`config.mk`:
```
export PLATFORM = sky130hd
export DESIGN_NAME = operand_select
export DESIGN_NICKNAME = d
export VERILOG_FILES = /design/src/source/ex_stage_pkg.sv /design/src/source/operand_select.sv
export VERILOG_INCLUDE_DIRS = /design/src /design/src/include
export SDC_FILE = /design/constraint.sdc
export NUM_CORES = 1
export LEC_CHECK = 0
export BUFFER_PORTS_ARGS = -buffer_cell sky130_fd_sc_hd__buf_4
export CAP_MARGIN = 20
export CORE_AREA = 10 10 88 90
export DETAILED_ROUTE_END_ITERATION = 10
export DIE_AREA = 0 0 98 100
export PLACE_DENSITY = 0.71
export SYNTH_ARGS = -nofsm -noshare
export SYNTH_HDL_FRONTEND = slang
export SYNTH_SLANG_ARGS = --single-unit
```
`constraint.sdc`:
```
create_clock -name vclk -period 1.9
set_input_delay 0.285 -clock vclk [all_inputs]
set_output_delay 0.285 -clock vclk [all_outputs]
set_load 0.02 [all_outputs]
```
`src/include/ex_stage_config.svh`:
```
/*
 * execute stage configuration
 * datapath width, tag width, multiplier depth and completion queue size
 */
`ifndef EX_STAGE_CONFIG_SVH
`define EX_STAGE_CONFIG_SVH

// datapath
`define XLEN             32
`define TAG_BITS         6   // physical register tag

// multiplier pipe, each stage eats 2*XLEN/MULT_STAGES multiplier bits
`define MULT_STAGES      4

// completion queue entries, keep a power of two
`define COMPLETION_DEPTH 8

`endif

```
`src/source/ex_stage_pkg.sv`:
```
/*
 * execute stage types
 * unit and opcode enums, operand selects, the issue packet
 * and the completion record shared by every unit
 */
`include "ex_stage_config.svh"

package ex_stage_pkg;

	typedef enum logic [1:0] {
		ALU,
		MULT,
		BRANCH
	} exec_unit_t;

	typedef enum logic [3:0] {
		ALU_ADD, ALU_SUB, ALU_AND, ALU_OR, ALU_XOR,
		ALU_SLT, ALU_SLTU, ALU_SLL, ALU_SRL, ALU_SRA
	} alu_func_t;

	typedef enum logic [1:0] {
		MUL, MULH, MULHSU, MULHU
	} mult_func_t;

	typedef enum logic [1:0] {
		OPA_IS_RS1, OPA_IS_NPC, OPA_IS_PC, OPA_IS_ZERO
	} opa_select_t;

	typedef enum logic [2:0] {
		OPB_IS_RS2, OPB_IS_I_IMM, OPB_IS_S_IMM,
		OPB_IS_B_IMM, OPB_IS_U_IMM, OPB_IS_J_IMM
	} opb_select_t;

	// one issued instruction, branch function comes from inst funct3
	typedef struct packed {
		logic                 valid;
		exec_unit_t           unit;
		alu_func_t            alu_func;
		mult_func_t           mult_func;
		opa_select_t          opa_select;
		opb_select_t          opb_select;
		logic                 cond_branch;
		logic                 uncond_branch;
		logic [31:0]          inst;
		logic [`XLEN-1:0]     pc;
		logic [`XLEN-1:0]     npc;
		logic [`XLEN-1:0]     rs1_value;
		logic [`XLEN-1:0]     rs2_value;
		logic [`TAG_BITS-1:0] dest_tag;
	} issue_packet_t;

	typedef struct packed {
		logic                 valid;
		logic [`TAG_BITS-1:0] tag;
		logic [`XLEN-1:0]     value;
	} completion_t;

endpackage

```
`src/source/operand_select.sv`:
```
/*
 * operand select
 * picks operand A and operand B for the ALU and branch unit,
 * decoding the RV32 immediates out of the instruction word
 */
`timescale 1ns/1ps
`include "ex_stage_config.svh"

module operand_select (
	input  ex_stage_pkg::issue_packet_t packet,
	output logic [`XLEN-1:0]           operand_a,
	output logic [`XLEN-1:0]           operand_b
);
	import ex_stage_pkg::*;

	logic [31:0] inst;
	logic [`XLEN-1:0] imm_i, imm_s, imm_b, imm_u, imm_j;

	assign inst = packet.inst;

	//////////////////// immediates
	assign imm_i = {{21{inst[31]}}, inst[30:20]};
	assign imm_s = {{21{inst[31]}}, inst[30:25], inst[11:7]};
	assign imm_b = {{20{inst[31]}}, inst[7], inst[30:25], inst[11:8], 1'b0};
	assign imm_u = {inst[31:12], 12'b0};
	assign imm_j = {{12{inst[31]}}, inst[19:12], inst[20], inst[30:21], 1'b0};

	//////////////////// muxes
	always_comb begin
		case (packet.opa_select)
			OPA_IS_RS1:  operand_a = packet.rs1_value;
			OPA_IS_NPC:  operand_a = packet.npc;
			OPA_IS_PC:   operand_a = packet.pc;
			OPA_IS_ZERO: operand_a = '0;
			default:     operand_a = `XLEN'hdeadfbac; // bad select marker
		endcase
	end

	always_comb begin
		case (packet.opb_select)
			OPB_IS_RS2:   operand_b = packet.rs2_value;
			OPB_IS_I_IMM: operand_b = imm_i;
			OPB_IS_S_IMM: operand_b = imm_s;
			OPB_IS_B_IMM: operand_b = imm_b;
			OPB_IS_U_IMM: operand_b = imm_u;
			OPB_IS_J_IMM: operand_b = imm_j;
			default:      operand_b = `XLEN'hfacefeed; // 6, 7 are unused codes
		endcase
	end

endmodule

```
; Word level (Yosys, flattened, before mapping)
; Index checks and enable logic that the tools add are counted.
[word_totals]
input_bits = 182
register_bits = 0
output_inout_bits = 64
word_cells = 12
[op_classes]
n_mux = 2
n_eq_ne = 8
n_reduce_logical = 2
[ops]
columns = operator, n
row1 = 32-bit one-hot mux with 6 select lines, 1
row2 = 32-bit one-hot mux with 4 select lines, 1
row3 = "3-bit by 2-bit == test with 1-bit output, second input constant", 2
row4 = "3-bit == test, second input constant", 2
row5 = "2-bit == test, second input constant", 2
row6 = "3-bit by 1-bit == test with 1-bit output, second input constant", 1
row7 = 3-bit logical NOT, 1
row8 = "2-bit by 1-bit == test with 1-bit output, second input constant", 1
row9 = 2-bit logical NOT, 1

; Logic depth before layout (Yosys ltp)
[logic_depth]
ltp_word = 2
depth_mapped = 6
depth_no_buf = 3

; Least setup slack after synthesis
; OpenSTA, ideal clock, no wires.
[synth_path]
path_type = in2out
startpoint = input packet[169] (netlist name)
endpoint = output operand_b[1]
t_required_ns = 1.615
n_path_buf = 1
path_stages = 4
t_arrival_ns = 1.219
path_slack_ns = 0.396
path_cell_list = buf_6 -> nor2_2 -> a22oi_1 -> o21ai_0
[synth_between]
elab_chain_cells = 2
elab_cells_between_ends = 7
[synth_rtl]
columns = element, line_no
row1 = "start, declared", operand_select.sv:10  ; input ex_stage_pkg::issue_packet_t packet,
row2 = 3-bit == test (tied with other cells), operand_select.sv:40  ; case (packet.opb_select)
row3 = 32-bit one-hot mux with 6 select lines *, operand_select.sv:40
row4 = "end, declared", operand_select.sv:12  ; output logic [`XLEN-1:0] operand_b
; Every way passes the cells marked *; elsewhere a longest branch is shown, timed or not.

; Final worst setup path
[layout_path]
startpoint = input packet[170] (netlist name)
endpoint = output operand_b[28]
; The elaborated chain is that of the path after synthesis.

==> results.json <==
{
  "fin_tns_setup_ns": 0,
  "via_count": 2554,
  "placedCellCount": 510,
  "wl_um": 9910,
  "yosysTopAreaCell": "mux2i_1",
  "hp-class": "in -> out",
  "fin_crit_ns": 1.68,
  "relSlewSlack": 0.706,
  "final_common_cell": "buf_4",
  "n_clock_buffer": 0,
  "dr.pass1.iters": 4,
  "min_to": "operand_a[7]",
  "route.detailed.drc": 0,
  "cp_data_required_time_ns": 1.62,
  "min_path_cells": 4,
  "routed_via_density": 5.01,
  "hpwl_um": 8610,
  "tightest_slew_ns": 0.438,
  "critical_path.startpoint_type": "primary input",
  "syn_inst": 229,
  "antenna_left": 0,
  "synth.avg_cell_area_um2": 6.02,
  "layout.cells.non_filler": 510,
  "drive_gt1_frac": 0.536,
  "powerDensity_nw_per_um2": 295,
  "grt_max_degree": 34,
  "cp_common_cell": "buf_4",
  "syn2layout_area_growth_pct": 121,
  "ys_types": 29,
  "antenna_found_initial": 0,
  "nets": 617,
  "port_buffers": 222,
  "timing.hold.ws_ns": 0.879,
  "final-seq-area_um2": 0,
  "grt_pass1_vias": 2635,
  "min-delay-start": "packet[77]",
  "placeableCoreArea_um2": 6130,
  "setup-violations-final": 0,
  "antenna_cells": 0,
  "synth_top_cell_area_share": 0.247,
  "gp_congestion": 0.888,
  "grt_pass1_wl_um": 14800,
  "seq_cell_count": 0,
  "synth_area_leaders": "mux2i_1, o21ai_0, nand2_1",
  "slowest_stage": "or2b_1",
  "most-common-layout-cells": "buf_4, o21ai_0, nand2_1",
  "hold_viol": 0,
  "fmax_ghz": 0.594,
  "peakVddDrop_mv": 0.193,
  "routedWlPerCell_um": 19.4,
  "multi_input_area_um2": 1230,
  "path_class": "in -> out",
  "hold_buffers": 0,
  "start_util": 0.225,
  "power.leakage_uw": 0.00157,
  "cts.repair.resized": 0,
  "drv_cap": 0,
  "dieArea_um2": 9800,
  "rsz0062_at_grt": "false",
  "drtIter0Drc": 61,
  "grt-ovfl-total": 0,
  "syn_nets": 411,
  "n_fill_cell": 594,
  "postCtsSetupRepairBufs": 0,
  "path_cells": "buf_4 > or2b_1 > o21ai_0 > a22oi_1 > buf_4",
  "period_share": 0.886,
  "yosysWarnings": 0,
  "track_usage": 0.180,
  "drv_slew": 0,
  "ys_seq_area_frac": 0,
  "dieHeight_um": 100,
  "crit_arrival_ns": 1.40,
  "num_rows": 29,
  "p_total_uw": 897,
  "status": "completed",
  "max_stage_delay_ns": 0.32,
  "ios": 246,
  "crit_path_max_fanout": 24,
  "cp-end-kind": "output pin",
  "die_w_um": 98,
  "netlist_area_um2": 1380
}
through the flow:
stage	instance area [um^2]	util	setup WS [ns]
5_1_grt	3040	0.496	0.120
3_3_place_gp	3040	0.496	0.250
3_5_place_dp	3040	0.496	0.235
4_1_cts	3040	0.496	0.234
2_1_floorplan	1380	-	0.396
6_report	3040	0.496	0.216
cells by family (layout without fill, tap and decap cells):
kind of cell           Yosys count  in the layout  share of synthesized area
AOI/OAI and AO/OA              103            103                      0.421
and+or+nand+nor                 68             68                      0.223
muxes                           34             34                      0.247
buffers and inverters           24            228                      0.108
synthesized netlist by cell type (all sizes together) (2+ instances only):
cell type / number
o21ai: 55
nand2: 45
mux2i: 34
a21oi: 19
buf: 19
o22ai: 12
a22oi: 10
nand3: 5
nor2b: 5
nor2: 4
clkbuf: 3
a221oi: 2
and2: 2
nand2b: 2
nor3: 2
or2: 2
how the worst max path moves through the flow:
stage                      startpoint            end  slack (ns)  depth (start not counted)
after floorplan           packet[169]   operand_b[1]        0.40                          4
after global placement    packet[170]  operand_b[29]        0.25                          5
after detailed placement  packet[170]  operand_b[29]        0.24                          5
after CTS                 packet[170]  operand_b[29]        0.23                          5
after global routing      packet[171]  operand_a[25]        0.12                          6
final                     packet[170]  operand_b[28]        0.22                          5
layer usage:
layer / share of wire / up-vias / GRT usage
met3: 0.16 / 6 / 0.103
li1: - / 1256 / -
met2: 0.48 / 180 / 0.318
met4: 0.0091 / 0 / 0.0157
met5: 0 / - / 0
met1: 0.35 / 1112 / 0.190
layout make-up:
class                      instances  area share
inverter                           2     0.00247
multi-input combinational        205       0.404
tap                               77      0.0316
timing repair buffer             226       0.561
where the power goes:
group / switching (uW) / total (uW) / leakage [uW] / internal, uW
Sequential: 0 / 0 / 0 / 0
Combinational: 437 / 897 / 0.00157 / 460
Clock: 0 / 0 / 0 / 0
Total: 437 / 897 / 0.00157 / 460
critical path, delay by kind of cell:
family                 cells  cell delay (ns)
AO/OA/AOI/OAI              2             0.39
AND/OR/NAND/NOR            1             0.32
buffers and inverters      2             0.41
No activity file was read; power rests on OpenSTA's default activity.
