[src/include/ex_stage_config.svh]
/*
 * execute stage configuration
 * datapath width, tag width, multiplier depth and completion queue size
 */
`ifndef EX_STAGE_CONFIG_SVH
`define EX_STAGE_CONFIG_SVH

// datapath
`define XLEN             32
`define TAG_BITS         6   // physical register tag

// multiplier pipe, each stage eats 2*XLEN/MULT_STAGES multiplier bits
`define MULT_STAGES      4

// completion queue entries, keep a power of two
`define COMPLETION_DEPTH 8

`endif

[src/source/ex_stage_pkg.sv]
/*
 * execute stage types
 * unit and opcode enums, operand selects, the issue packet
 * and the completion record shared by every unit
 */
`include "ex_stage_config.svh"

package ex_stage_pkg;

	typedef enum logic [1:0] {
		ALU,
		MULT,
		BRANCH
	} exec_unit_t;

	typedef enum logic [3:0] {
		ALU_ADD, ALU_SUB, ALU_AND, ALU_OR, ALU_XOR,
		ALU_SLT, ALU_SLTU, ALU_SLL, ALU_SRL, ALU_SRA
	} alu_func_t;

	typedef enum logic [1:0] {
		MUL, MULH, MULHSU, MULHU
	} mult_func_t;

	typedef enum logic [1:0] {
		OPA_IS_RS1, OPA_IS_NPC, OPA_IS_PC, OPA_IS_ZERO
	} opa_select_t;

	typedef enum logic [2:0] {
		OPB_IS_RS2, OPB_IS_I_IMM, OPB_IS_S_IMM,
		OPB_IS_B_IMM, OPB_IS_U_IMM, OPB_IS_J_IMM
	} opb_select_t;

	// one issued instruction, branch function comes from inst funct3
	typedef struct packed {
		logic                 valid;
		exec_unit_t           unit;
		alu_func_t            alu_func;
		mult_func_t           mult_func;
		opa_select_t          opa_select;
		opb_select_t          opb_select;
		logic                 cond_branch;
		logic                 uncond_branch;
		logic [31:0]          inst;
		logic [`XLEN-1:0]     pc;
		logic [`XLEN-1:0]     npc;
		logic [`XLEN-1:0]     rs1_value;
		logic [`XLEN-1:0]     rs2_value;
		logic [`TAG_BITS-1:0] dest_tag;
	} issue_packet_t;

	typedef struct packed {
		logic                 valid;
		logic [`TAG_BITS-1:0] tag;
		logic [`XLEN-1:0]     value;
	} completion_t;

endpackage

[src/source/multiplier.sv]
/*
 * pipelined multiplier
 * MULT_STAGES register stages, each adding one slice of partial
 * product; function, tag and valid ride along with the data
 */
`timescale 1ns/1ps
`include "ex_stage_config.svh"

module multiplier (
	input                               clock,
	input                               reset,
	input  ex_stage_pkg::issue_packet_t packet,
	output ex_stage_pkg::completion_t   mult_done
);
	import ex_stage_pkg::*;

	localparam int STAGES = `MULT_STAGES;
	localparam int SLICE  = 2 * `XLEN / `MULT_STAGES; // multiplier bits per stage

	logic [1:0] sign; // {rs2, rs1} signed
	logic [2*`XLEN-1:0] product [STAGES+1];
	logic [2*`XLEN-1:0] mcand   [STAGES];
	logic [2*`XLEN-1:0] mplier  [STAGES];
	logic               stage_valid [STAGES+1];
	logic [`TAG_BITS-1:0] stage_tag [STAGES+1];
	mult_func_t         stage_func  [STAGES+1];

	always_comb begin
		case (packet.mult_func)
			MULHSU:  sign = 2'b01;
			MULHU:   sign = 2'b00;
			default: sign = 2'b11; // MUL, MULH
		endcase
	end

	// stage 0 is the issue packet itself
	assign product[0]     = '0;
	assign mcand[0]       = sign[0] ? {{`XLEN{packet.rs1_value[`XLEN-1]}}, packet.rs1_value}
	                                : {{`XLEN{1'b0}}, packet.rs1_value};
	assign mplier[0]      = sign[1] ? {{`XLEN{packet.rs2_value[`XLEN-1]}}, packet.rs2_value}
	                                : {{`XLEN{1'b0}}, packet.rs2_value};
	assign stage_valid[0] = packet.valid && (packet.unit == MULT);
	assign stage_tag[0]   = packet.dest_tag;
	assign stage_func[0]  = packet.mult_func;

	for (genvar i = 0; i < STAGES; i++) begin : g_stage
		always_ff @(posedge clock) begin
			if (reset)
				stage_valid[i+1] <= 1'b0;
			else
				stage_valid[i+1] <= stage_valid[i];
			stage_tag[i+1]  <= stage_tag[i];
			stage_func[i+1] <= stage_func[i];
			product[i+1]    <= product[i] + mplier[i][SLICE-1:0] * mcand[i];
		end

		if (i < STAGES - 1) begin : g_shift // last stage needs no shifted operands
			always_ff @(posedge clock) begin
				mcand[i+1]  <= mcand[i] << SLICE;
				mplier[i+1] <= mplier[i] >> SLICE;
			end
		end
	end

	always_comb begin
		mult_done.valid = stage_valid[STAGES];
		mult_done.tag   = stage_tag[STAGES];
		if (stage_func[STAGES] == MUL)
			mult_done.value = product[STAGES][`XLEN-1:0];
		else
			mult_done.value = product[STAGES][2*`XLEN-1:`XLEN]; // high word
	end

endmodule

[config.mk]
export PLATFORM = sky130hd
export DESIGN_NAME = multiplier
export DESIGN_NICKNAME = d
export VERILOG_FILES = /design/src/source/ex_stage_pkg.sv /design/src/source/multiplier.sv
export VERILOG_INCLUDE_DIRS = /design/src /design/src/include
export SDC_FILE = /design/constraint.sdc
export NUM_CORES = 2
export LEC_CHECK = 0
export BUFFER_PORTS_ARGS = -buffer_cell sky130_fd_sc_hd__buf_2
export CORE_ASPECT_RATIO = 0.7
export CORE_MARGIN = 10
export CORE_UTILIZATION = 35
export DETAILED_ROUTE_END_ITERATION = 7
export HOLD_SLACK_MARGIN = 0.1
export PLACE_DENSITY = 0.58
export SYNTH_ARGS = -nofsm -noshare
export SYNTH_HDL_FRONTEND = slang
export SYNTH_SLANG_ARGS = --single-unit
[constraint.sdc]
create_clock -name clock -period 22.7 [get_ports clock]
set_input_delay 4.54 -clock clock [delete_from_list [all_inputs] [get_ports clock]]
set_output_delay 4.54 -clock clock [all_outputs]
set_load 0.05 [all_outputs]
# Yosys cells after proc, flatten, opt, wreduce, memory -nomap -nowiden
# Cells that the tools add are included.
[word_totals]
regBits = 407
word_cells = 38
[op_classes]
addsub = 3
muxes = 3
n_reduce_logical = 2
multipliers = 4
eq_ne = 3
[op_table]
columns = ["operator", "n"]
rows = [
  ["64-bit adder", 3],
  ["16-bit by 64-bit multiplier with 64-bit output", 1],
  ["64-bit two-way mux", 1],
  ["16-bit by 48-bit multiplier with 48-bit output", 1],
  ["16-bit by 32-bit multiplier with 32-bit output", 1],
  ["32-bit two-way mux", 1],
  ["1-bit by 16-bit multiplier with 16-bit output", 1],
  ["2-bit == test (second input constant)", 2],
  ["2-bit one-hot mux with 2 select lines", 1],
  ["2-bit by 1-bit == test with 1-bit output (second input constant)", 1],
  ["2-bit logical NOT", 1],
  ["1-bit logical AND", 1],
]

# Longest topological paths before layout
[logic_depth]
word_depth = 4
mapped_depth = 37
mapped_depth_nobuf = 35

# Worst setup path before layout
# No wires, ideal clock.
[synth_path]
kind = "input -> register"
from = "input packet[69] (netlist bit)"
to = "register product[245] (netlist bit)"
cell_stages = 24
required_ps = 22581
path_buffers = 2
arrival_ps = 10723
setup_ps = 119
path_slack_ps = 11858
cell_sequence = "a21boi_1 -> clkbuf_1 -> nand2_1 -> inv_1 -> fa_1 -> fa_1 -> inv_1 -> fa_1 -> fa_1 -> fa_1 -> fa_1 -> inv_1 -> ha_1 -> clkbuf_1 -> a21o_1 -> a21oi_1 -> nor2b_1 -> o21a_1 -> o21ai_0 -> nand2_1 -> a41oi_2 -> o21ai_2 -> o41a_4 -> xor2_1"
[synth_lines]
columns = ["element", "line_no", "text"]
rows = [
  ["start, declared", "multiplier.sv:12", "input ex_stage_pkg::issue_packet_t packet,"],
  ["end signal, assigned by index", "multiplier.sv:54", "product[i+1] <= product[i] + mplier[i][SLICE-1:0] * mcand[i];"],
  ["end, declared", "multiplier.sv:21", "logic [2*`XLEN-1:0] product [STAGES+1];"],
]

# Worst setup path after layout
[layout_path]
from = "input packet[7] (netlist bit)"
to = "register product[250] (netlist bit)"
[layout_via]
elab_chain_len = 1
[layout_lines]
columns = ["element", "line_no"]
rows = [
  ["16-bit by 64-bit multiplier with 64-bit output", "multiplier.sv:54"],
]
# No other way between the ends.
# A chain may end at the register's enable or synchronous reset.

==> impl_metrics.tcl <==
set metrics [dict create \
    status "finished clean" \
    path_max_fanout 33 \
    yosys.area.top_type "fa_1" \
    synth_ff_type "dfxtp_1" \
    ys_seq_elements 392 \
    critical_path.max_stage_delay_ns 0.74 \
    crit_cells 22 \
    core_mm2 0.158 \
    cts_setup_buffers 0 \
    hpwl_um 121000 \
    grt_start_max_net_pins 35 \
    finalHoldViolations 0 \
    synth-edff-count 0 \
    cpMostUsedCell "fa_1" \
    cts_tree "yes" \
    grt_pass1_vias 42400 \
    cp-end-kind "flop" \
    synth_top_area_frac 0.441 \
    clock-sinks 392 \
    avgSynthCellArea_um2 9.55 \
    clockBufferDepth 3 \
    rsz0062_at_grt "no" \
    hold_path_class "flop to flop" \
    setup_tns_ns 0 \
    die-area_mm2 0.175 \
    chipHeight_um 353 \
    rows 122 \
    cts_resized 0 \
    yosysSeqAreaShare 0.142 \
    globalplace.congestion 0.878 \
    timing.rr.start "mcand[159]$_DFF_P_" \
    fin_crit_sh 0.510 \
    syn_inst 5796 \
    crit_buf_inv 4 \
    critPathTopFamily "adder cells" \
    clk_latency_ns 0.64 \
    h-tree-depth 2 \
    crit_arrival_ns 12.05 \
    reg2regPathDepth 30 \
    grt.overflow.total 0 \
    grt_pass1_wl_um 240000 \
    slowest_stage "a211oi_1" \
    async_flop_share 0 \
    synth.area.top_cells "fa_1, dfxtp_1, inv_1, ha_1, nand2_1" \
    ys_types 81 \
    crit_chain "buf_2 > nand2_1 > fa_1 > inv_1 > fa_1 > inv_1 > fa_1 > fa_1 > fa_1 > inv_1 > fa_1 > ha_1 > nand4_1 > nor3_1 > nand2_1 > a211oi_1 > a211oi_2 > o21a_2 > o2111ai_1 > nand2_1 > nor2_1 > o41ai_1" \
    ant_nets 0 \
    grt_usage 0.173 \
    place.port_buffers 115 \
    min_period_ns 11.58 \
    drt_wl_total_um 148000 \
    io_pins 223 \
    drive_above_1_share 0.0484 \
    firstDrtPassIters 5 \
    rrSetupSlack_ns 12.21 \
    root_buffer "clkbuf_16" \
    crit_end "product[250]$_DFF_P_" \
    die_w_um 495 \
    timing.rr.end "product[191]$_DFF_P_" \
    start_kind "input port" \
    vias 38600 \
    start_util 0.351 \
    clk_pin_slew_ns 0.07 \
    finalMaxSlewViolations 0 \
    critPathKind "input port to flop" \
    hold_buffers 0 \
    syn_nets 7522 \
    n_fill_cell 15800 \
    antenna_found_initial 2 \
    post_drt_wl_per_cell_um 18.7 \
    crit_start "packet[7]" \
    drcViolationCount 0 \
    drv_cap 0 \
    nNetsFinal 7519 \
    vias_per_cell 4.87 \
    synth_area_mm2 0.0554 \
    slew_headroom 0.211 \
    cts_made_buffers 44 \
    area_delta_synth_final_pct 7.63 \
    drt_iter0_markers 2136 \
    yosysWarnings 0 \
    finClkSkew_ns 0.0368 \
    finalSetupViolCount 0 \
    worst_pin_slew_ns 1.18 \
    crit_required_ns 23.18 \
    max_freq_mhz 86.4 \
]
[worst min path at each step]
stage	from	endpoint	cells after the start
finish	stage_func[6]$_DFF_P_	stage_func[4]$_DFF_P_	0
global route	stage_func[6]$_DFF_P_	stage_func[4]$_DFF_P_	0
CTS	stage_func[6]$_DFF_P_	stage_func[4]$_DFF_P_	0
detailed placement	product[98]$_DFF_P_	product[34]$_DFF_P_	0
global placement	product[157]$_DFF_P_	product[93]$_DFF_P_	0
floorplan	mplier[144]$_SDFF_PP0_	mplier[64]$_DFF_P_	0
[per-layer routing]
layer,vias up,GRT usage,share of wire
met4,2,0.0396,0.024
met5,-,0,0.000054
met1,19800,0.246,0.46
li1,17500,-,-
met3,202,0.0547,0.093
met2,1160,0.256,0.42
[cells by family after synthesis]
family          Yosys count  share of synthesized area
compound gates          592                     0.0694
xor+xnor                237                     0.0377
fa+ha+maj              1542                      0.514
buf+inv                1434                     0.0979
flops                   392                      0.142
mux                      34                    0.00687
simple gates           1565                      0.133
[layout by cell type, fill, tap and decap left out, drive strengths merged, types with 11 or more instances in the layout]
cell type  count
a21oi        186
o21ai        116
and3          31
ha           323
and2         373
inv         1249
nor3          42
nand4         21
a31oi         22
xor2          55
nor2         105
mux2          32
a211oi        19
o211ai        13
dfxtp        392
nand2b        33
o21a          28
buf          143
nand2        854
clkinv        11
a21o          86
nor2b         29
fa          1219
xnor2        181
nand3         34
clkbuf        54
o21bai        32
[layout make-up]
cell class	count	area, um^2	share of cell area
tap	2108	2640	0.0443
timing repair buffer	143	786	0.0132
clock inverter	24	358	0.00600
sequential	392	7850	0.132
clock buffer	54	1190	0.0199
antenna	1	2.50	0.0000420
inverter	1242	4660	0.0782
multi-input combinational	3970	42100	0.707
[stage by stage]
stage,hold slack [ns],utilization,setup WS [ns],cells,area (um^2)
2_1_floorplan,0.310,-,11.86,5796,55400
3_3_place_gp,0.310,0.368,10.78,7855,58100
3_5_place_dp,0.312,0.368,10.69,7855,58100
4_1_cts,0.292,0.378,11.32,7933,59600
5_1_grt,0.297,0.378,10.75,7933,59600
6_report,0.306,0.378,11.12,7934,59600
[synthesized netlist by cell type, drive strengths merged (3+ instances only)]
| cell type | instances |
|---|---|
| a211oi | 19 |
| nand2b | 33 |
| a311oi | 7 |
| a31oi | 22 |
| o21a | 28 |
| nand3 | 34 |
| o221ai | 3 |
| and2 | 373 |
| xor2 | 55 |
| nand2 | 854 |
| nand3b | 5 |
| nor2b | 29 |
| and3 | 31 |
| a21boi | 7 |
| nor2 | 105 |
| a32oi | 6 |
| and4 | 10 |
| a211o | 6 |
| inv | 1242 |
| or2 | 4 |
| a21oi | 186 |
| a31o | 8 |
| nor4 | 5 |
| o21bai | 32 |
| clkbuf | 180 |
| a221oi | 6 |
| nand4 | 21 |
| o41ai | 7 |
| dfxtp | 392 |
| fa | 1219 |
| or3 | 10 |
| mux2 | 32 |
| nor3 | 42 |
| a41oi | 4 |
| or4 | 4 |
| o211ai | 13 |
| xnor2 | 181 |
| buf | 12 |
| a221o | 3 |
| o21ai | 116 |
| ha | 323 |
| o31ai | 10 |
| o2111ai | 4 |
| a21o | 86 |
[flip-flops by register name, summed over array words and instances, names as in the netlist]
name	count
stage_tag	18
product	256
mplier	19
mcand	81
stage_func	8
stage_valid	3
mult_done	7
Power is left out: the tool's default activity adds up to more than one toggle a clock period on the data nets, which glitch-free logic cannot reach.
