--- src/include/ex_stage_config.svh ---
/*
 * execute stage configuration
 * datapath width, tag width, multiplier depth and completion queue size
 */
`ifndef EX_STAGE_CONFIG_SVH
`define EX_STAGE_CONFIG_SVH

// datapath
`define XLEN             32
`define TAG_BITS         6   // physical register tag

// multiplier pipe, each stage eats 2*XLEN/MULT_STAGES multiplier bits
`define MULT_STAGES      4

// completion queue entries, keep a power of two
`define COMPLETION_DEPTH 8

`endif

--- src/source/ex_stage_pkg.sv ---
/*
 * execute stage types
 * unit and opcode enums, operand selects, the issue packet
 * and the completion record shared by every unit
 */
`include "ex_stage_config.svh"

package ex_stage_pkg;

	typedef enum logic [1:0] {
		ALU,
		MULT,
		BRANCH
	} exec_unit_t;

	typedef enum logic [3:0] {
		ALU_ADD, ALU_SUB, ALU_AND, ALU_OR, ALU_XOR,
		ALU_SLT, ALU_SLTU, ALU_SLL, ALU_SRL, ALU_SRA
	} alu_func_t;

	typedef enum logic [1:0] {
		MUL, MULH, MULHSU, MULHU
	} mult_func_t;

	typedef enum logic [1:0] {
		OPA_IS_RS1, OPA_IS_NPC, OPA_IS_PC, OPA_IS_ZERO
	} opa_select_t;

	typedef enum logic [2:0] {
		OPB_IS_RS2, OPB_IS_I_IMM, OPB_IS_S_IMM,
		OPB_IS_B_IMM, OPB_IS_U_IMM, OPB_IS_J_IMM
	} opb_select_t;

	// one issued instruction, branch function comes from inst funct3
	typedef struct packed {
		logic                 valid;
		exec_unit_t           unit;
		alu_func_t            alu_func;
		mult_func_t           mult_func;
		opa_select_t          opa_select;
		opb_select_t          opb_select;
		logic                 cond_branch;
		logic                 uncond_branch;
		logic [31:0]          inst;
		logic [`XLEN-1:0]     pc;
		logic [`XLEN-1:0]     npc;
		logic [`XLEN-1:0]     rs1_value;
		logic [`XLEN-1:0]     rs2_value;
		logic [`TAG_BITS-1:0] dest_tag;
	} issue_packet_t;

	typedef struct packed {
		logic                 valid;
		logic [`TAG_BITS-1:0] tag;
		logic [`XLEN-1:0]     value;
	} completion_t;

endpackage

--- src/source/branch_unit.sv ---
/*
 * branch unit
 * evaluates the branch condition, adds the target and
 * registers take_branch and target one cycle after issue
 */
`timescale 1ns/1ps
`include "ex_stage_config.svh"

module branch_unit (
	input                               clock,
	input                               reset,
	input  ex_stage_pkg::issue_packet_t packet,
	input  logic [`XLEN-1:0]           operand_a,
	input  logic [`XLEN-1:0]           operand_b,
	output ex_stage_pkg::completion_t   branch_done,
	output logic                        branch_valid,
	output logic                        take_branch,
	output logic [`XLEN-1:0]           branch_target
);
	import ex_stage_pkg::*;

	logic start, cond, take;
	logic signed [`XLEN-1:0] signed_rs1, signed_rs2;

	assign start      = packet.valid && (packet.unit == BRANCH);
	assign signed_rs1 = packet.rs1_value;
	assign signed_rs2 = packet.rs2_value;

	always_comb begin
		case (packet.inst[14:12]) // funct3
			3'b000:  cond = packet.rs1_value == packet.rs2_value; // beq
			3'b001:  cond = packet.rs1_value != packet.rs2_value; // bne
			3'b100:  cond = signed_rs1 < signed_rs2;              // blt
			3'b101:  cond = signed_rs1 >= signed_rs2;             // bge
			3'b110:  cond = packet.rs1_value < packet.rs2_value;  // bltu
			3'b111:  cond = packet.rs1_value >= packet.rs2_value; // bgeu
			default: cond = 1'b0;
		endcase
	end

	assign take = packet.uncond_branch | (packet.cond_branch & cond);

	always_ff @(posedge clock) begin
		if (reset) begin
			branch_valid      <= 1'b0;
			take_branch       <= 1'b0;
			branch_done.valid <= 1'b0;
		end else begin
			branch_valid      <= start;
			take_branch       <= start && take;
			branch_done.valid <= start;
		end
		branch_target     <= operand_a + operand_b;
		branch_done.tag   <= packet.dest_tag;
		branch_done.value <= packet.uncond_branch ? packet.npc : '0; // link value
	end

endmodule

--- config.mk ---
export PLATFORM = sky130hd
export DESIGN_NAME = branch_unit
export DESIGN_NICKNAME = d
export VERILOG_FILES = /design/src/source/ex_stage_pkg.sv /design/src/source/branch_unit.sv
export VERILOG_INCLUDE_DIRS = /design/src /design/src/include
export SDC_FILE = /design/constraint.sdc
export NUM_CORES = 1
export LEC_CHECK = 0
export BUFFER_PORTS_ARGS = -buffer_cell sky130_fd_sc_hd__buf_2
export CORE_AREA = 3 3 124 126
export CTS_CLUSTER_DIAMETER = 120
export DETAILED_ROUTE_END_ITERATION = 10
export DIE_AREA = 0 0 127 129
export GPL_TIMING_DRIVEN = 0
export PLACE_DENSITY_LB_ADDON = 0.1
export SLEW_MARGIN = 20
export SYNTH_ARGS = -nofsm -noshare
export SYNTH_HDL_FRONTEND = slang
export SYNTH_SLANG_ARGS = --single-unit
--- constraint.sdc ---
create_clock -name clock -period 5.65 [get_ports clock]
set_input_delay 0.565 -clock clock [delete_from_list [all_inputs] [get_ports clock]]
set_output_delay 0.565 -clock clock [all_outputs]
set_load 0.02 [all_outputs]
# ---- After elaboration in Yosys (flattened, before gate mapping)
# Index checks and enable logic that the tools add are counted.
dict set report op_classes {
  n_addsub 1
  multipliers 0
  div_mod_pow 0
  n_lt_le_gt_ge 4
  n_eq_ne 8
  n_shift 0
  mux 1
  bitwise 2
  n_reduce_logical 3
}
# op count
set ops {}
lappend ops {{32-bit >= comparator} 2}
lappend ops {{32-bit less-than comparator} 2}
lappend ops {{32-bit adder} 1}
lappend ops {{32-bit equality test} 1}
lappend ops {{32-bit != test} 1}
lappend ops {{3-bit equality test, second input constant} 4}
lappend ops {{1-bit one-hot mux with 6 select lines} 1}
lappend ops {{3-bit by 1-bit equality test with 1-bit output, second input constant} 1}
lappend ops {{3-bit logical NOT} 1}
lappend ops {{2-bit equality test, second input constant} 1}
lappend ops {{1-bit logical AND} 2}
lappend ops {{1-bit bitwise AND} 1}
lappend ops {{1-bit OR} 1}
dict set report totals {
  reg_bits 72
  latch_bits 0
  ram_bits 0
  rom_bits 0
  input_bits 248
  out_inout_bits 73
  wordCells 24
  mem_count 0
}

# ---- Depth between registers and ports, before layout
# Gate-level depths: netlist (run 1).
dict set report depth {
  word_depth 5
  mapped_depth 11
  ltp_nobuf 11
}

# ---- Worst setup path before layout (run 1)
# Ideal clock, no wire load.
dict set report synth_path {
  kind {in2reg}
  start {input packet[31] (netlist bit)}
  end {register take_branch}
  setup_ns 0.123
  t_arrival_ns 2.442
  t_required_ns 5.527
  setup_slack_ns 3.085
  cell_stages 10
  cell_sequence {inv_1 -> ha_1 -> a21o_1 -> a221o_1 -> a211oi_2 -> o21ai_2 -> a2111oi_4 -> o21ai_1 -> a311oi_1 -> o21ai_1}
}
dict set report synth_via {
  elab_chain_cells 5
}
# element line_no
set synth_lines {}
lappend synth_lines {{start: declaration} branch_unit.sv:12} ;# input ex_stage_pkg::issue_packet_t packet,
lappend synth_lines {{32-bit >= comparator, or another cell as far along} branch_unit.sv:36} ;# 3'b111: cond = packet.rs1_value >= packet.rs2_value;
lappend synth_lines {{1-bit one-hot mux with 6 select lines (*)} branch_unit.sv:30} ;# case (packet.inst[14:12])
lappend synth_lines {{1-bit bitwise AND (*)} branch_unit.sv:41} ;# assign take = packet.uncond_branch | (packet.cond_branch & cond);
lappend synth_lines {{1-bit OR (*)} branch_unit.sv:41}
lappend synth_lines {{1-bit logical AND (*)} branch_unit.sv:50} ;# take_branch <= start && take;
lappend synth_lines {{end signal: assignment} branch_unit.sv:50}
lappend synth_lines {{end: declaration} branch_unit.sv:17} ;# output logic take_branch,
# Mark *: on every way between the ends. The rest lies on a longest branch, timed or not.
# A chain may end at the register's enable or synchronous reset.

# ---- Final worst setup path (run 1)
dict set report layout_path {
  start {input operand_a[0]}
  end {register branch_target[30]}
}
dict set report layout_via {
  elab_chain_cells 1
}
# element line_no
set layout_lines {}
lappend layout_lines {{start: declaration} branch_unit.sv:13} ;# input logic [`XLEN-1:0] operand_a,
lappend layout_lines {{32-bit adder} branch_unit.sv:53} ;# branch_target <= operand_a + operand_b;
lappend layout_lines {{end signal: assignment} branch_unit.sv:53}
lappend layout_lines {{end: declaration} branch_unit.sv:18} ;# output logic [`XLEN-1:0] branch_target
# No other way between the ends.

==> metrics.txt, run 1 <==
# diodes=0; cell area after layout=0.00604 mm2; area added between synthesis and finish=41.6%; setup TNS=0 ns; final WL=between 10000 and 15000 um; vias in the first global route=between 4k and 5k; Pwr Density=272 mW/mm2; final worst-path cycle share=47.4%; height of the die=129 um; initial antenna violation count=0; max frequency=373 MHz; vias per inst=4.60; Slew Viols, Final=0; worst slew pin tran=roughly 0.52 ns; largest net degree at the start of global routing=15; Remaining Overflow, GRT=0; Comb power frac=29.1%; Iter 0 DRT Violations=between 150 and 200; RSZ-0062 raised after global routing=no; # port buffers=248; GPL Wtd Cong=0.868; share of post-route cells with drive strength above 1=between 30% and 40%; post-synthesis sequential area ratio=33.8%; Sequential Power Share=35.7%; Top Usage Layer GRT=met2; Tmin final=around 2.7 ns; post-route ant nets=0; setup slack at placement=2.58 ns; Die ar.=0.0164 mm2; row count=44; nets=1037; drt drc=0; Net Switching=519 uW; slew margin rel.=between 60% and 70%; status=completed; switch share=about a third; flops & latches, synth=72; crit start category=input pin; Post-CTS Setup Bufs=0; hold depth=1; core area=0.0144 mm2; drt wl/cell=between 10 and 15 um; post-synth design cell area=0.00427 mm2; Int Power=1.13 mW; Most used DFF post-synth=dfxtp_1; final worst slack=between 2 and 3 ns; H-tree levels=3; Post-DP Area=0.00574 mm2; Die Wd=127 um; vias post-DR=4206; Clock Path Buffers=2; leakage power=approximately 3.2 nW; CP Data Required Time=just under 6 ns; Crit path arrival time=between 2 and 3 ns; Post-synth EDFFs=0; Mapped Nets=778; met2 usage=a little under a quarter; post-synth cell types=60; clock share of power=35.2%; worst hold path class=input pin to register; YS warnings=0; global-route usage over all layers=14.4%; final setup vio count=0; Async SR Flop Fraction=0%; met3 Use GR=5.23%; WS Path Type=input pin to register; met1 Use GR=17.3%; Clock Sinks=72; CTS root buf=clkbuf_16; Initial Util=29.6%; Worst setup EP type=register; first-pass GRT wire length=roughly 19000 um; synthesized instance count=between 400 and 500; router iterations before antenna repair=4; clock-pin slew on the worst setup and hold paths=0.06 ns; worst ir drop on vdd=between 0.1 and 0.15 mV; CTS tree=yes; cells resized by post-CTS repair=0; hold_buf cts=0; syn_area_per_cell=slightly above 9 um2; placed wire-length estimate=10600 um; total CTS buffers=9; CP max FO=4; max-cap violations=0; Final Hold Viols=0; # IOs=321
[cells in the final DEF, fill, tap and decap left out, types with 3 or more instances in the layout]
master     instances
a211oi_1           5
a21o_1            23
a21oi_1           35
and2_1            37
and4_1             4
buf_2            249
clkbuf_1           4
clkbuf_16          9
dfxtp_1           72
ha_1              63
inv_1             44
nand2_1           22
nand2b_1           7
nand3_1            9
nand4_1            8
nor2_1            19
nor2b_1            4
nor3_1             5
o211ai_1           8
o21ai_0           20
o21ai_2            3
o21bai_1           4
xnor2_1           15
xor2_1             9
[metrics by stage]
| stage | hold slack (ns) | utilization [%] | power [mW] | cells |
|---|---|---|---|---|
| floorplan | 0.593 | - | 0.902 | 466 |
| global placement | 0.667 | 39.8 | 1.07 | 898 |
| detailed placement | 0.669 | 39.8 | 1.08 | 898 |
| CTS | 0.310 | 41.9 | 1.67 | 914 |
| global route | 0.309 | 41.9 | 1.75 | 914 |
| finish | 0.326 | 41.9 | 1.64 | 914 |
[per-layer routing]
metal / vias up / wire (um)
li1: 2174 / -
met1: 1851 / 5200
met2: 161 / 5690
met3: 20 / 1090
met4: 0 / 267
met5: - / 0
[cells in the mapped netlist (4+ instances only)]
| cell | count | area, um2 |
|---|---|---|
| dfxtp_1 | 72 | 1440 |
| ha_1 | 63 | 788 |
| inv_1 | 44 | 165 |
| and2_1 | 37 | 231 |
| a21oi_1 | 35 | 175 |
| a21o_1 | 23 | 173 |
| nand2_1 | 22 | 82.6 |
| o21ai_0 | 20 | 100 |
| nor2_1 | 19 | 71.3 |
| xnor2_1 | 15 | 131 |
| nand3_1 | 9 | 45.0 |
| xor2_1 | 9 | 78.8 |
| nand4_1 | 8 | 50.1 |
| o211ai_1 | 8 | 60.1 |
| nand2b_1 | 7 | 43.8 |
| a211oi_1 | 5 | 37.5 |
| nor3_1 | 5 | 25.0 |
| and4_1 | 4 | 35.0 |
| clkbuf_1 | 4 | 15.0 |
| nor2b_1 | 4 | 25.0 |
| o21bai_1 | 4 | 30.0 |
[sequential cells by signal, summed over array words and instances (netlist names)]
name and cells:
branch_valid 1, branch_done 38, take_branch 1, branch_target 32
[area by class of cell]
| cell class | count | area (um2) |
|---|---|---|
| clock inverters | 7 | 77.6 |
| fillers | 1463 | 8380 |
| flip-flops and latches | 72 | 1440 |
| repair buffers | 248 | 1240 |
| clock buffers | 9 | 225 |
| well taps | 184 | 230 |
| plain buffers | 6 | 27.5 |
| multi-input cells | 344 | 2630 |
| inverters | 44 | 165 |
[worst paths after layout]
path | from | endpoint | slack, ns
worst max-delay path | operand_a[0] | branch_target[30] | 2.97
worst min-delay path | packet[1] | branch_done[33] | 0.33
[critical path, stage by stage]
cell and delay, ns:
buf_2 0.08, ha_1 0.21, inv_1 0.07, fa_1 0.40, nand2b_1 0.18, a21oi_1 0.22
o22a_1 0.27, o21ai_2 0.12, a41oi_2 0.24, nand2_1 0.15, a31oi_1 0.23, o211ai_1 0.13
[power by group through the flow]
| stage | registers (mW) | clock network (mW) | logic [mW] |
|---|---|---|---|
| finish | 0.588 | 0.579 | 0.479 |
| global route | 0.593 | 0.622 | 0.534 |
| CTS | 0.589 | 0.600 | 0.486 |
| detailed placement | 0.600 | 0 | 0.484 |
| global placement | 0.598 | 0 | 0.477 |
| floorplan | 0.683 | 0 | 0.220 |
[cell families (layout without fill, tap and decap cells)]
kind of cell             Yosys count  after routing  synth area share [%]
AO/OA/AOI/OAI                    127            127                  20.8
flip-flops                        72             72                  33.8
XOR/XNOR                          24             24                  4.93
adder cells (fa/ha/maj)           64             64                  18.9
AND/OR/NAND/NOR                  127            127                  16.5
multiplexers                       2              2                 0.499
buffers and inverters             50            314                  4.52
No activity file was read; power rests on OpenSTA's default activity.
==> run 2: changes to the inputs <==
CORE_AREA = 3 3 122 124   (was 3 3 124 126)
DIE_AREA = 0 0 125 127   (was 0 0 127 129)
clock period = 2.2 ns   (was 5.65 ns; I/O delays follow)
==> run 2 against run 1 <==
Utilization is 2.7 points higher; first-iteration DRC count down 19%; global-route usage increased by 0.58 points; sequential power rose to 2.6 times the previous value; sequential cell count is the same; critical path depth fell by 1; sequential share of layout area decreased by 0.55 points; via count up 0.59%; hold slack lost 0.25 ns; cell count grew 0.44%; combinational power increased to 2.7 times the previous value; setup slack worse by 2.9 ns; largest power group unchanged.
==> metrics.txt, run 2 (same netlist as run 1, synthesis figures left out) <==
status=completed; Tmin final=~2.1 ns; CP max FO=7 (+3); commonest non-fill, non-tap cells in the layout=249 x buf_2, 72 x dfxtp_1, 58 x ha_1; Clock Sinks=72 (unchanged); Remaining Overflow, GRT=0 (unchanged); met1 WL=5000 um (-3.9%); first-pass GRT wire length=19300 um (+0.11%); commonest non-fill, non-tap cell in the layout=buf_2; Die Wd=125 um (-1.6%); CP Data Required Time=2.48 ns (-3.37 ns); largest net degree at the start of global routing=16 (+1); H-tree levels=3 (unchanged); Top reg by flops=branch_done; max reg flops=38 (unchanged); drt drc=0 (unchanged); router iterations before antenna repair=4 (unchanged); Die ar.=0.0159 mm2 (-3.1%); CTS tree=yes; final worst-path cycle share=94.7%; area added between synthesis and finish=44.9%; GPL Wtd Cong=0.819 (-5.6%); worst slew pin tran=0.533 ns (+0.0116 ns); core area=0.0139 mm2 (-3.8%); RSZ-0062 raised after global routing=yes; Seq. cell area=0.00144 mm2 (unchanged); Final Hold Viols=0 (unchanged); slew margin rel.=64.0% (-0.99 points); Initial Util=30.7% (+1.2 points); area of the multi-input gates=0.00272 mm2 (+3.4%); placed wire-length estimate=10300 um (-3.0%); routed wl met3=1130 um (+3.8%); global-route usage over all layers=15.0% (+0.58 points); vias post-DR=4231 (+0.59%); worst ir drop on vdd=0.373 mV (+150%); top layer in use=met5; max-cap violations=0 (unchanged); hold path start=packet[78]; Pwr Density=676 mW/mm2 (+150%); clock-pin slew on the worst setup and hold paths=0.07 ns (about the same); nets=1045 (+0.77%); total CTS buffers=9 (unchanged); Slew Viols, Final=0 (unchanged); cell area after layout=0.00618 mm2 (+2.3%); vias in the first global route=4167 (+0.24%); Post-DP Area=0.00573 mm2 (about the same); # IOs=321 (unchanged); crit start category=input pin; vias per inst=4.61 (+0.16%); # diodes=0 (unchanged); met2 wire length=5710 um (+0.35%); CTS root buf=clkbuf_16; final WL=12200 um (-0.67%); Worst setup EP type=register; final setup vio count=0 (unchanged); Core Util, Final=44.5% (+2.7 points); largest registers=branch_done x38, branch_target x32; hold depth=2 (+1); share of post-route cells with drive strength above 1=40.7% (+2.3 points); initial antenna violation count=3 (+3); Hold EP=branch_done[8]; Fillers=1417 (-3.1%); height of the die=127 um (-1.6%); WS Path Type=input pin to register; post-route ant nets=0 (unchanged); worst hold path class=input pin to register; Iter 0 DRT Violations=145 (-19%); Clock Path Buffers=2 (unchanged); leakage power=3.25 nW (+0.49%); row count=43 (-2.3%); # port buffers=248 (unchanged); Crit path arrival time=2.37 ns (-0.51 ns); drt wl/cell=13.3 um (-1.1%); power consumption=4.18 mW (+150%); max frequency=480 MHz; setup TNS=0 ns (unchanged)
==> run 2: cell count changes in the layout (fill, tap and decap cells not counted), sizes merged <==
cell	delta
inv	+1
dlygate4sd3	+6
clkinv	-3
bufinv	-1
buf	+2
clkinvlp	+3
==> run 2: repair_timing <==
| item | CTS | global route |
|---|---|---|
| gates cloned | 0 | 0 |
| gates resized for setup | 2 | 19 |
| setup buffers | 1 | 1 |
| pin swaps | 1 | 11 |
| hold buffers | 6 | 0 |
| endpoints found under the hold margin | 6 | 0 |
| endpoints found under the setup margin | 3 | 8 |
==> run 2: routing by layer <==
layer	up-vias	track usage (%)
li1	2199	-
met1	1838	17.3
met2	163	25.3
met3	25	5.69
met4	6	5.80
met5	-	0
==> run 2: power breakdown <==
group          switching, mW  total [mW]  internal (mW)
Clock                  0.622        1.40          0.782
Sequential            0.0358        1.50           1.47
Combinational          0.717        1.27          0.555
Total                   1.37        4.18           2.81
==> run 2: critical path, cell delays in order <==
cell,delay (ns)
buf_2,0.10
ha_1,0.27
buf_2,0.17
a211oi_1,0.25
o21ai_0,0.14
a22oi_2,0.21
a21oi_2,0.12
o21ai_1,0.22
a21oi_2,0.11
or4b_1,0.47
nand3_1,0.09
==> run 2: worst max path at each step <==
stage,from,end,slack [ns],cells after the start
2_1_floorplan,operand_a[0],branch_target[30],0.01,11
3_3_place_gp,operand_a[0],branch_target[30],-0.46,12
3_5_place_dp,operand_a[0],branch_target[30],-0.44,12
4_1_cts,operand_a[5],branch_target[24],-0.03,11
5_1_grt,operand_a[12],branch_target[25],-0.009,11
6_report,operand_a[12],branch_target[25],0.12,11
==> run 2: area by class of cell <==
type / count / area share [%]
multi-input cells: 344 / 44.0
inverters: 44 / 2.67
clock inverters: 7 / 0.972
clock buffers: 9 / 3.64
repair buffers: 256 / 21.3
plain buffers: 6 / 0.445
well taps: 180 / 3.64
flip-flops and latches: 72 / 23.3
==> run 2: through the flow <==
stage               setup slack [ns]  hold WS [ns]  std cells
floorplan                     0.0115         0.248        466
global placement              -0.460         0.324        894
detailed placement            -0.436         0.324        894
CTS                          -0.0284        0.0610        917
global route                -0.00858        0.0709        918
finish                         0.117        0.0771        918
==> run 3: changes to the inputs <==
CORE_AREA = 2 2 124 126   (was 3 3 122 124)
DIE_AREA = 0 0 126 128   (was 0 0 125 127)
==> run 3 against run 2 <==
Clock-buffer cell count stayed put; cell count up 0.98%; sequential cell count did not move; highest routed layer is now met4; routed wire length decreased by 0.16%.
==> metrics.txt, run 3 (same netlist as run 1, synthesis figures left out) <==
# IOs=321 (unchanged); Post-Layout Cell Count=927 (+0.98%); first-pass GRT wire length=19100 um (-1.1%); CP max FO=3 (-4); vias per inst=4.56 (-0.99%); Net Switching=1.39 mW (+0.82%); largest net degree at the start of global routing=16 (unchanged); Int Power=2.93 mW (+4.5%); final setup vio count=0 (unchanged); max-cap violations=0 (unchanged); post-route ant nets=0 (unchanged); Clock Sinks=72 (unchanged); Die Wd=126 um (+0.80%); Post-DP Area=0.00574 mm2 (+0.17%); commonest non-fill, non-tap cell in the layout=buf_2; Die ar.=0.0161 mm2 (+1.6%); CP Data Required Time=2.41 ns (-0.07 ns); Initial Util=28.7% (-2.0 points); clock share of power=35.4% (+1.8 points); crit start category=input pin; Fillers=1558 (+10%); slew margin rel.=61.9% (-2.1 points); placed wire-length estimate=10200 um (-1.0%); CTS tree=yes; RSZ-0062 raised after global routing=yes; router iterations before antenna repair=7 (+3); Crit path arrival time=2.29 ns (-0.08 ns); largest registers=branch_done x38, branch_target x32; worst hold path class=input pin to register; # diodes=0 (unchanged); drt drc=0 (unchanged); hold path start=packet[83]; hold depth=2 (unchanged); cell area after layout=0.00622 mm2 (+0.61%); commonest non-fill, non-tap cells in the layout=249 x buf_2, 72 x dfxtp_1, 58 x ha_1; global-route usage over all layers=14.5% (-0.49 points); max reg flops=38 (unchanged); worst slew pin tran=0.564 ns (+0.0311 ns); area of the multi-input gates=0.00272 mm2 (-0.18%); Seq. cell area=0.00144 mm2 (unchanged); leakage power=3.27 nW (+0.64%); vias post-DR=4230 (-0.024%); switch share=32.1% (-0.78 points); status=completed; Core Util, Final=41.8% (-2.7 points); final WL=12100 um (-0.16%); share of post-route cells with drive strength above 1=40.1% (-0.60 points); Iter 0 DRT Violations=115 (-21%); final worst-path cycle share=94.6% (-0.096 points); CTS root buf=clkbuf_16; area added between synthesis and finish=45.8%; Slew Viols, Final=0 (unchanged); worst hold slack=0.0892 ns (+0.0122 ns); Hold EP=branch_done[13]; Remaining Overflow, GRT=0 (unchanged); initial antenna violation count=0 (-3); H-tree levels=3 (unchanged); Tmin final=2.08 ns (-0.00211 ns); Post-Place Cells=902 (+0.89%); # port buffers=248 (unchanged); WS Path Type=input pin to register; height of the die=128 um (+0.79%); Worst setup EP type=register; row count=45 (+4.7%); core area=0.0149 mm2 (+7.1%); total CTS buffers=9 (unchanged); Clock Path Buffers=2 (unchanged); Pwr Density=694 mW/mm2 (+2.7%); GPL Wtd Cong=0.776 (-5.3%); nets=1046 (+0.096%); worst ir drop on vdd=0.342 mV (-8.2%); Final Hold Viols=0 (unchanged); clock-pin slew on the worst setup and hold paths=0.07 ns (about the same); drt wl/cell=13.1 um (-1.1%); power consumption=4.32 mW (+3.3%); max frequency=481 MHz (+0.10%); Top reg by flops=branch_done; Comb power frac=29.7% (-0.7 points); Sequential Power Share=34.9% (-1.1 points); vias in the first global route=4114 (-1.3%)
## run 3: cell types whose count changed in the layout (fill, tap and decap cells not counted), sizes merged
cell	before	now
bufinv	0	1
clkinvlp	3	2
buf	252	253
## run 3: power by group through the flow
stage	Combinational [mW]	Clock [mW]	Sequential [mW]
CTS	1.28	1.58	1.51
finish	1.28	1.53	1.51
floorplan	0.564	0	1.75
global placement	1.23	0	1.53
global route	1.42	1.64	1.52
detailed placement	1.25	0	1.54
## run 3: worst max-delay path, cell delays in order
cell	delay, ns
buf_2	0.08
inv_1	0.04
ha_1	0.31
a21o_1	0.16
a221o_1	0.34
a211oi_2	0.24
o21ai_2	0.11
a221oi_1	0.27
mux2_2	0.38
nand3_1	0.08
o21ai_1	0.05
## run 3: cell type report
type / instances / area share [%]
clock buffer: 9 / 3.62
inverter: 44 / 2.66
tap: 188 / 3.78
multi-input combinational: 344 / 43.7
buffer: 6 / 0.443
sequential: 72 / 23.2
timing repair buffer: 257 / 21.3
clock inverter: 7 / 1.37
## run 3: stage by stage
| step | TNS (ns) | worst slack, ns |
|---|---|---|
| after floorplan | 0 | 0.0115 |
| after global placement | -4.04 | -0.471 |
| after detailed placement | -4.16 | -0.445 |
| after CTS | 0 | 0.00286 |
| after global routing | -0.0247 | -0.0247 |
| final | 0 | 0.119 |
## run 3: repair_timing
action,4_1_cts,5_1_grt
gates cloned,0,0
setup buffers,3,0
gates resized for setup,4,14
endpoints found under the setup margin,5,9
pin swaps,2,10
hold buffers,6,0
endpoints found under the hold margin,6,0
## run 3: layer usage
| layer | GRT usage [%] | part of all wire [%] | up-vias |
|---|---|---|---|
| met5 | 0 | 0 | - |
| met4 | 4.85 | 1.2 | 0 |
| met3 | 4.30 | 8.8 | 10 |
| met2 | 25.7 | 48 | 162 |
| met1 | 16.8 | 42 | 1870 |
| li1 | - | - | 2188 |
## run 3: worst max-delay path by stage
stage,startpoint,slack [ns],cells after the start,endpoint
after CTS,operand_a[0],0.003,12,branch_target[20]
after detailed placement,operand_a[0],-0.44,12,branch_target[30]
after floorplan,operand_a[0],0.01,11,branch_target[30]
after global routing,operand_a[12],-0.02,11,branch_target[25]
final,packet[31],0.12,11,take_branch
after global placement,operand_a[0],-0.47,12,branch_target[30]
